$ cat config.mk
export PLATFORM = sky130hd
export DESIGN_NAME = music_core_top
export DESIGN_NICKNAME = d
export VERILOG_FILES = /design/src/logic/music_pkg.sv /design/src/logic/sample_if.sv /design/src/logic/codec_serializer.sv /design/src/logic/music_core_top.sv /design/src/logic/note_synth.sv /design/src/logic/sample_fifo.sv
export SDC_FILE = /design/constraint.sdc
export NUM_CORES = 1
export LEC_CHECK = 0
export ABC_AREA = 1
export BUFFER_PORTS_ARGS = -buffer_cell sky130_fd_sc_hd__buf_2
export CORE_ASPECT_RATIO = 0.9
export CORE_MARGIN = 2
export CORE_UTILIZATION = 40
export CTS_CLUSTER_SIZE = 25
export DETAILED_ROUTE_END_ITERATION = 10
export REMOVE_ABC_BUFFERS = 1
export SLEW_MARGIN = 20
export SYNTH_ARGS = -nofsm -noshare
export SYNTH_HDL_FRONTEND = slang
export SYNTH_SLANG_ARGS = --single-unit
$ cat constraint.sdc
create_clock -name clk -period 6.45 [get_ports clk]
set_clock_uncertainty 0.1 [all_clocks]
set_input_delay 0.3225 -clock clk [delete_from_list [all_inputs] [get_ports clk]]
set_output_delay 0.3225 -clock clk [all_outputs]
set_load 0.1 [all_outputs]
$ cat src/logic/music_pkg.sv
package music_pkg;

    // ==========================================================
    // Sample format
    // ==========================================================

    // Signed audio sample as carried on every link
    localparam int SAMPLE_BITS = 18;
    typedef logic signed [SAMPLE_BITS-1:0] sample_t;

    // ==========================================================
    // Note synthesizer
    // ==========================================================

    // Phase accumulator width, top bit picks the falling half
    localparam int PHASE_BITS  = 16;
    // Phase step per note number
    localparam int STEP_UNIT   = 64;
    // Note number width, note 0 is a rest
    localparam int NOTE_BITS   = 6;
    // Attenuation as a right shift of 0..3
    localparam int WEIGHT_BITS = 2;
    // Centers the 15-bit triangle around zero
    localparam int TRI_OFFSET  = 16384;

    // ==========================================================
    // Sample FIFO
    // ==========================================================

    localparam int FIFO_DEPTH = 8;
    localparam int PTR_BITS   = $clog2(FIFO_DEPTH);

    // ==========================================================
    // Serial frame
    // ==========================================================

    // System clocks per bclk half period
    localparam int BCLK_DIV     = 4;
    localparam int DIV_BITS     = $clog2(BCLK_DIV);
    // Bit periods per slot, two slots per frame
    localparam int SLOT_BITS    = 24;
    localparam int FRAME_BITS   = 2 * SLOT_BITS;
    localparam int BIT_CNT_BITS = $clog2(FRAME_BITS);
    // Zero bits after the sample in the left slot
    localparam int PAD_BITS     = SLOT_BITS - SAMPLE_BITS;

endpackage

$ cat src/logic/sample_if.sv
`timescale 1ns/1ps

// One four-phase sample link
// req up with data stable, ack up, req down, ack down
interface sample_if import music_pkg::*; ();

    // Handshake pair
    logic    req;
    logic    ack;

    // Payload, held stable while req is high
    sample_t sample;
    // Marks a sample made from a rest note
    logic    rest;

    // Producer side of the link
    modport sender (
        output req,
        output sample,
        output rest,
        input  ack
    );

    // Consumer side of the link
    modport receiver (
        input  req,
        input  sample,
        input  rest,
        output ack
    );

endinterface

$ cat src/logic/codec_serializer.sv
`timescale 1ns/1ps

module codec_serializer import music_pkg::*; (
    input  logic       clk,
    input  logic       reset,
    sample_if.receiver link,
    output logic       bclk,
    output logic       lrclk,
    output logic       sdata,
    output logic       underrun
);

    logic [DIV_BITS-1:0]     div_cnt;
    logic                    div_end;
    logic                    shift_en;
    logic                    start_pending;
    logic [BIT_CNT_BITS-1:0] bit_cnt;
    logic [BIT_CNT_BITS-1:0] bit_next;
    logic                    frame_start;
    logic                    take;
    sample_t                 frame_sample;
    logic [SLOT_BITS-1:0]    slot_sr;

    // ==========================================================
    // Bit clock
    // ==========================================================

    assign div_end = (div_cnt == DIV_BITS'(BCLK_DIV - 1));

    // bclk toggles every BCLK_DIV cycles,
    // shift_en pulses the cycle after each falling edge
    always_ff @(posedge clk) begin
        if (reset) begin
            div_cnt  <= '0;
            bclk     <= 1'b0;
            shift_en <= 1'b0;
        end else begin
            shift_en <= div_end && bclk;
            if (div_end) begin
                div_cnt <= '0;
                bclk    <= ~bclk;
            end else begin
                div_cnt <= div_cnt + 1'b1;
            end
        end
    end

    // ==========================================================
    // Frame sequencing
    // ==========================================================

    // First frame opens right after reset, later ones after bit 47
    assign frame_start = start_pending
                         || (shift_en && bit_cnt == BIT_CNT_BITS'(FRAME_BITS - 1));
    assign bit_next    = bit_cnt + 1'b1;

    // Pending sample from the FIFO
    assign take = link.req && !link.ack;

    // Rest notes and underruns both send silence
    assign frame_sample = (take && !link.rest) ? link.sample : '0;

    always_ff @(posedge clk) begin
        if (reset) begin
            start_pending <= 1'b1;
            bit_cnt       <= '0;
            lrclk         <= 1'b0;
            sdata         <= 1'b0;
            underrun      <= 1'b0;
        end else begin
            start_pending <= 1'b0;
            if (frame_start) begin
                bit_cnt  <= '0;
                lrclk    <= 1'b0;
                sdata    <= frame_sample[SAMPLE_BITS-1];
                // Flag holds for the whole frame
                underrun <= !take;
            end else if (shift_en) begin
                bit_cnt <= bit_next;
                // Right slot from bit 24 on
                lrclk   <= (bit_next >= BIT_CNT_BITS'(SLOT_BITS));
                sdata   <= (bit_next < BIT_CNT_BITS'(SLOT_BITS)) ? slot_sr[SLOT_BITS-2]
                           : 1'b0;
            end
        end
    end

    // Left slot image, sample then padding, MSB first
    always_ff @(posedge clk) begin
        if (frame_start) begin
            slot_sr <= {frame_sample, {PAD_BITS{1'b0}}};
        end else if (shift_en) begin
            slot_sr <= slot_sr << 1;
        end
    end

    // ==========================================================
    // Link handshake
    // ==========================================================

    // Ack at frame start, drop once the FIFO releases req
    always_ff @(posedge clk) begin
        if (reset) begin
            link.ack <= 1'b0;
        end else if (frame_start && take) begin
            link.ack <= 1'b1;
        end else if (link.ack && !link.req) begin
            link.ack <= 1'b0;
        end
    end

endmodule

$ cat src/logic/music_core_top.sv
`timescale 1ns/1ps

module music_core_top import music_pkg::*; (
    input  logic                   clk,
    input  logic                   reset,
    input  logic                   play,
    input  logic [NOTE_BITS-1:0]   note,
    input  logic [WEIGHT_BITS-1:0] weight,
    output logic                   bclk,
    output logic                   lrclk,
    output logic                   sdata,
    output logic                   underrun
);

    // ==========================================================
    // Sample links
    // ==========================================================

    // Synthesizer to FIFO
    sample_if synth_link ();
    // FIFO to codec serializer
    sample_if codec_link ();

    // ==========================================================
    // Sample path
    // ==========================================================

    // Triangle generator, runs while play is high
    note_synth note_synth (
        .clk    (clk),
        .reset  (reset),
        .play   (play),
        .note   (note),
        .weight (weight),
        .link   (synth_link)
    );

    // Buffer, back-pressures the synthesizer when full
    sample_fifo sample_fifo (
        .clk      (clk),
        .reset    (reset),
        .in_link  (synth_link),
        .out_link (codec_link)
    );

    // One sample per frame onto the serial stream
    codec_serializer codec_serializer (
        .clk      (clk),
        .reset    (reset),
        .link     (codec_link),
        .bclk     (bclk),
        .lrclk    (lrclk),
        .sdata    (sdata),
        .underrun (underrun)
    );

endmodule

$ cat src/logic/note_synth.sv
`timescale 1ns/1ps

module note_synth import music_pkg::*; (
    input  logic                   clk,
    input  logic                   reset,
    input  logic                   play,
    input  logic [NOTE_BITS-1:0]   note,
    input  logic [WEIGHT_BITS-1:0] weight,
    sample_if.sender               link
);

    // Handshake states
    typedef enum logic [1:0] {
        SYN_IDLE,
        SYN_REQ,
        SYN_WAIT
    } syn_state_t;

    syn_state_t              state;
    logic                    play_q;
    logic                    play_rise;
    logic                    start;
    logic                    is_rest;
    logic [PHASE_BITS-1:0]   phase;
    logic [PHASE_BITS-1:0]   step;
    logic [PHASE_BITS-2:0]   tri_mag;
    sample_t                 centered;
    sample_t                 shaped;

    // ==========================================================
    // Triangle shaping
    // ==========================================================

    // Play edge restarts the waveform
    assign play_rise = play & ~play_q;

    // Phase advance per sample, note times step unit
    assign step = PHASE_BITS'(note) * PHASE_BITS'(STEP_UNIT);

    // Lower phase bits, mirrored on the second half
    assign tri_mag = phase[PHASE_BITS-2:0] ^ {(PHASE_BITS-1){phase[PHASE_BITS-1]}};

    // Zero extend, then shift down to a signed range
    assign centered = $signed({{(SAMPLE_BITS-PHASE_BITS+1){1'b0}}, tri_mag})
                      - sample_t'(TRI_OFFSET);

    // Weight as arithmetic attenuation
    assign shaped = centered >>> weight;

    assign is_rest = (note == '0);

    // New sample only once play has been seen for a full cycle,
    // so the cleared phase is the one used
    assign start = (state == SYN_IDLE) && play && play_q && !link.ack;

    // ==========================================================
    // Handshake FSM
    // ==========================================================

    always_ff @(posedge clk) begin
        if (reset) begin
            state    <= SYN_IDLE;
            play_q   <= 1'b0;
            link.req <= 1'b0;
        end else begin
            play_q <= play;
            case (state)
                SYN_IDLE: begin
                    if (start) begin
                        link.req <= 1'b1;
                        state    <= SYN_REQ;
                    end
                end
                SYN_REQ: begin
                    // FIFO took the sample
                    if (link.ack) begin
                        link.req <= 1'b0;
                        state    <= SYN_WAIT;
                    end
                end
                SYN_WAIT: begin
                    // Closing phase of the handshake
                    if (!link.ack) begin
                        state <= SYN_IDLE;
                    end
                end
                default: state <= SYN_IDLE;
            endcase
        end
    end

    // Phase, cleared on play edge, stepped after each accepted sample
    always_ff @(posedge clk) begin
        if (reset) begin
            phase <= '0;
        end else if (play_rise) begin
            phase <= '0;
        end else if (state == SYN_REQ && link.ack) begin
            phase <= phase + step;
        end
    end

    // Payload latched at request time, stable until the next start
    always_ff @(posedge clk) begin
        if (start) begin
            link.sample <= is_rest ? '0 : shaped;
            link.rest   <= is_rest;
        end
    end

endmodule

$ cat src/logic/sample_fifo.sv
`timescale 1ns/1ps

module sample_fifo import music_pkg::*; (
    input  logic       clk,
    input  logic       reset,
    sample_if.receiver in_link,
    sample_if.sender   out_link
);

    // Write side FSM
    typedef enum logic {
        IN_WAIT_REQ,
        IN_WAIT_DROP
    } in_state_t;

    // Read side FSM
    typedef enum logic [1:0] {
        OUT_IDLE,
        OUT_REQ,
        OUT_WAIT
    } out_state_t;

    in_state_t           in_state;
    out_state_t          out_state;
    sample_t             sample_mem [FIFO_DEPTH];
    logic                rest_mem   [FIFO_DEPTH];
    logic [PTR_BITS-1:0] wr_ptr;
    logic [PTR_BITS-1:0] rd_ptr;
    logic [PTR_BITS:0]   count;
    logic                full;
    logic                empty;
    logic                push;
    logic                pop;
    logic                issue;

    assign full  = (count == (PTR_BITS+1)'(FIFO_DEPTH));
    assign empty = (count == '0);

    // Accept only with room, otherwise ack is held back
    assign push  = (in_state == IN_WAIT_REQ) && in_link.req && !full;
    // Entry leaves once the serializer acks it
    assign pop   = (out_state == OUT_REQ) && out_link.ack;
    // Offer the head entry
    assign issue = (out_state == OUT_IDLE) && !empty && !out_link.ack;

    // ==========================================================
    // Input side
    // ==========================================================

    always_ff @(posedge clk) begin
        if (reset) begin
            in_state    <= IN_WAIT_REQ;
            in_link.ack <= 1'b0;
            wr_ptr      <= '0;
        end else begin
            case (in_state)
                IN_WAIT_REQ: begin
                    if (push) begin
                        in_link.ack <= 1'b1;
                        wr_ptr      <= (wr_ptr == PTR_BITS'(FIFO_DEPTH - 1)) ? '0
                                       : wr_ptr + 1'b1;
                        in_state    <= IN_WAIT_DROP;
                    end
                end
                IN_WAIT_DROP: begin
                    // Release ack after req goes away
                    if (!in_link.req) begin
                        in_link.ack <= 1'b0;
                        in_state    <= IN_WAIT_REQ;
                    end
                end
                default: in_state <= IN_WAIT_REQ;
            endcase
        end
    end

    // Storage
    always_ff @(posedge clk) begin
        if (push) begin
            sample_mem[wr_ptr] <= in_link.sample;
            rest_mem[wr_ptr]   <= in_link.rest;
        end
    end

    // Occupancy
    always_ff @(posedge clk) begin
        if (reset) begin
            count <= '0;
        end else if (push && !pop) begin
            count <= count + 1'b1;
        end else if (pop && !push) begin
            count <= count - 1'b1;
        end
    end

    // ==========================================================
    // Output side
    // ==========================================================

    always_ff @(posedge clk) begin
        if (reset) begin
            out_state    <= OUT_IDLE;
            out_link.req <= 1'b0;
            rd_ptr       <= '0;
        end else begin
            case (out_state)
                OUT_IDLE: begin
                    if (issue) begin
                        out_link.req <= 1'b1;
                        out_state    <= OUT_REQ;
                    end
                end
                OUT_REQ: begin
                    if (pop) begin
                        out_link.req <= 1'b0;
                        rd_ptr       <= (rd_ptr == PTR_BITS'(FIFO_DEPTH - 1)) ? '0
                                        : rd_ptr + 1'b1;
                        out_state    <= OUT_WAIT;
                    end
                end
                OUT_WAIT: begin
                    if (!out_link.ack) begin
                        out_state <= OUT_IDLE;
                    end
                end
                default: out_state <= OUT_IDLE;
            endcase
        end
    end

    // Head entry copied out when offered
    always_ff @(posedge clk) begin
        if (issue) begin
            out_link.sample <= sample_mem[rd_ptr];
            out_link.rest   <= rest_mem[rd_ptr];
        end
    end

endmodule

==> impl_metrics.json <==
{
  "io_pins": 15,
  "clk_pin_slew_ns": 0.06,
  "avgSynthCellArea_um2": 10.86,
  "coreArea_um2": 21820,
  "setup_viol": 0,
  "synth_edf_count": 167,
  "seq_area_frac_synth_pct": 65.71,
  "critPathKind": "flip-flop to flip-flop",
  "hold_viol_final": 0,
  "drt_first_pass_iters": 4,
  "start_util_pct": 41.11,
  "drt_iter0_markers": 403,
  "synthFlopType": "edfxtp_1",
  "htree_levels": 1,
  "required_ns": 6.79,
  "rsz0062_at_grt": "false",
  "max_clock_freq_ghz": 0.4228,
  "synth_top_area_cell": "edfxtp_1",
  "p_leak_nw": 3.819,
  "die-height_um": 146.1,
  "routedWlPerCell_um": 14.84,
  "start_kind": "flip-flop",
  "peakVddDrop_mv": 0.1375,
  "cts_buffers": 22,
  "fillers": 2003,
  "viasPerCell": 4.976,
  "dp_hpwl_um": 10070,
  "final_nets": 869,
  "drive_gt1_share_pct": 9.696,
  "port_buffers": 14,
  "synth_cells": 826,
  "hold-worst-slack_ns": 0.09457,
  "syn_area_um2": 8972,
  "cts_tree": "built",
  "post-route-util_pct": 46.20,
  "grt_pass1_wl_um": 27820,
  "cap_violations": 0,
  "synth_most_common_cell": "edfxtp_1",
  "antenna_found_initial": 0,
  "finalSetupTns_ns": 0,
  "min_period_ns": 2.365,
  "track_usage_pct": 14.52,
  "cp.arrival_ns": 2.71,
  "area_growth_pct": 12.38,
  "ys_ff_latch": 211,
  "ys.warnings.count": 0,
  "tightestPinTransition_ns": 1.047,
  "vias": 5707,
  "outcome": "finished, final reports clean",
  "slew_headroom_pct": 30.22,
  "crit_path_max_fanout": 6,
  "ys_types": 42,
  "power_per_cell_area_nw_per_um2": 302.9,
  "clk_latency_ns": 0.51,
  "fin_crit_sh_pct": 36.67,
  "postCtsSetupRepairBufs": 0,
  "synthTopCellsByArea": "edfxtp_1, dfxtp_1, nand2_1",
  "rows": 51,
  "root_buffer": "clkbuf_16",
  "clk_path_buf_depth": 3,
  "final_antenna_net_count": 0,
  "clock_sink_count": 211,
  "p_total_mw": 3.054,
  "post_cts_resized": 0,
  "grt_pass1_vias": 5317,
  "gp_congestion": 0.7753,
  "yosysTopAreaCellShare_pct": 55.89,
  "antenna_cells": 0,
  "hp-class": "input port to flip-flop",
  "final_max_slew_viol_count": 0,
  "end_kind": "flip-flop",
  "chipWidth_um": 161.9,
  "grt_max_degree": 64,
  "routed_wl_um": 17030,
  "drc_errors": 0,
  "synthTopCellsByCount": "edfxtp_1, nand2_1, nor2_1",
  "synth-async-reset-ratio_pct": 0,
  "dieArea_um2": 23650,
  "grt_overflow_total": 0
}
==> cells by family (layout without fill, tap and decap cells) <==
| family | Yosys count | after routing | synth area share [%] |
|---|---|---|---|
| flip-flops | 211 | 211 | 65.71 |
| AO/OA/AOI/OAI | 134 | 134 | 9.260 |
| adder cells (fa/ha/maj) | 18 | 18 | 2.677 |
| AND/OR/NAND/NOR | 352 | 352 | 16.18 |
| buffers and inverters | 96 | 126 | 4.713 |
| XOR/XNOR | 15 | 15 | 1.464 |
==> power breakdown <==
part	total, mW	leakage [nW]	switching [mW]	internal (mW)
combinational	0.152	1.54	0.107	0.0448
clock	1.35	0.378	0.520	0.831
sequential	1.55	1.90	0.0328	1.52
==> cells in the final DEF, fill, tap and decap left out, drive strengths merged, types with 4 or more instances in the layout <==
| cell type | n |
|---|---|
| nand2 | 169 |
| xnor2 | 4 |
| nor2 | 133 |
| edfxtp | 167 |
| or2 | 4 |
| nand4 | 4 |
| xor2 | 11 |
| ha | 16 |
| o32ai | 30 |
| nand3 | 36 |
| o21ai | 55 |
| clkinv | 10 |
| dfxtp | 44 |
| clkbuf | 23 |
| buf | 23 |
| bufinv | 5 |
| inv | 61 |
| a21oi | 33 |
==> registers in the layout, summed over array words and instances, names as in the netlist, 4 cells and up <==
name	cells
note_synth.phase	10
codec_serializer.slot_sr	17
sample_fifo.rest_mem	8
sample_fifo.count	4
sample_fifo.out_link.sample	14
codec_serializer.bit_cnt	6
note_synth.link.sample	14
sample_fifo.sample_mem	112
==> critical path, stage by stage (launching register included) <==
cell and delay (ns):
dfxtp_1 0.43, nor2_1 0.06, nand3_1 0.13, nand3_1 0.19
inv_1 0.17, ha_1 0.20, inv_1 0.09, ha_1 0.32
a21oi_1 0.15, and2_1 0.15, xor2_1 0.14, nand2_1 0.06
a21oi_1 0.11
==> layout make-up <==
| cell class | instances | area [um2] | area share, % |
|---|---|---|---|
| clock buffer | 23 | 554.3 | 5.497 |
| tap | 291 | 364.1 | 3.611 |
| timing repair buffer | 24 | 147.6 | 1.464 |
| sequential | 211 | 5899 | 58.51 |
| clock inverter | 17 | 231.5 | 2.296 |
| inverter | 62 | 232.7 | 2.308 |
| multi-input combinational | 519 | 2654 | 26.32 |
==> timing repair <==
action | in CTS | in global routing
endpoints found under the hold margin | 1 | 0
hold buffers | 1 | 0
setup endpoints to repair | 0 | 0
==> final timing paths <==
| check | from | end | slack (ns) | cells past startpoint |
|---|---|---|---|---|
| worst max register to register | sample_fifo.count[1] | sample_fifo.count[3] | 4.09 | 12 |
| worst min register to register | codec_serializer.div_cnt[0] | codec_serializer.div_cnt[0] | 0.32 | 1 |
| worst max-delay path | sample_fifo.count[1] | sample_fifo.count[3] | 4.09 | 12 |
| worst min-delay path | reset | codec_serializer.start_pending | 0.09 | 1 |
==> metrics by stage <==
stage	area (um2)	worst slack, ns	cells
2_1_floorplan	8782	3.879	792
3_3_place_gp	9285	3.719	1106
3_5_place_dp	9285	3.695	1106
4_1_cts	10080	3.645	1147
5_1_grt	10080	3.864	1147
6_report	10080	4.085	1147
==> routing by layer <==
layer	vias to the layer above	track usage, %	wire length, um
met5	-	0	0
met4	0	2.920	244
met3	22	2.557	658
met2	80	23.49	7614
met1	2713	20.72	8508
li1	2892	-	-
Power figures use the tool's default switching activity.
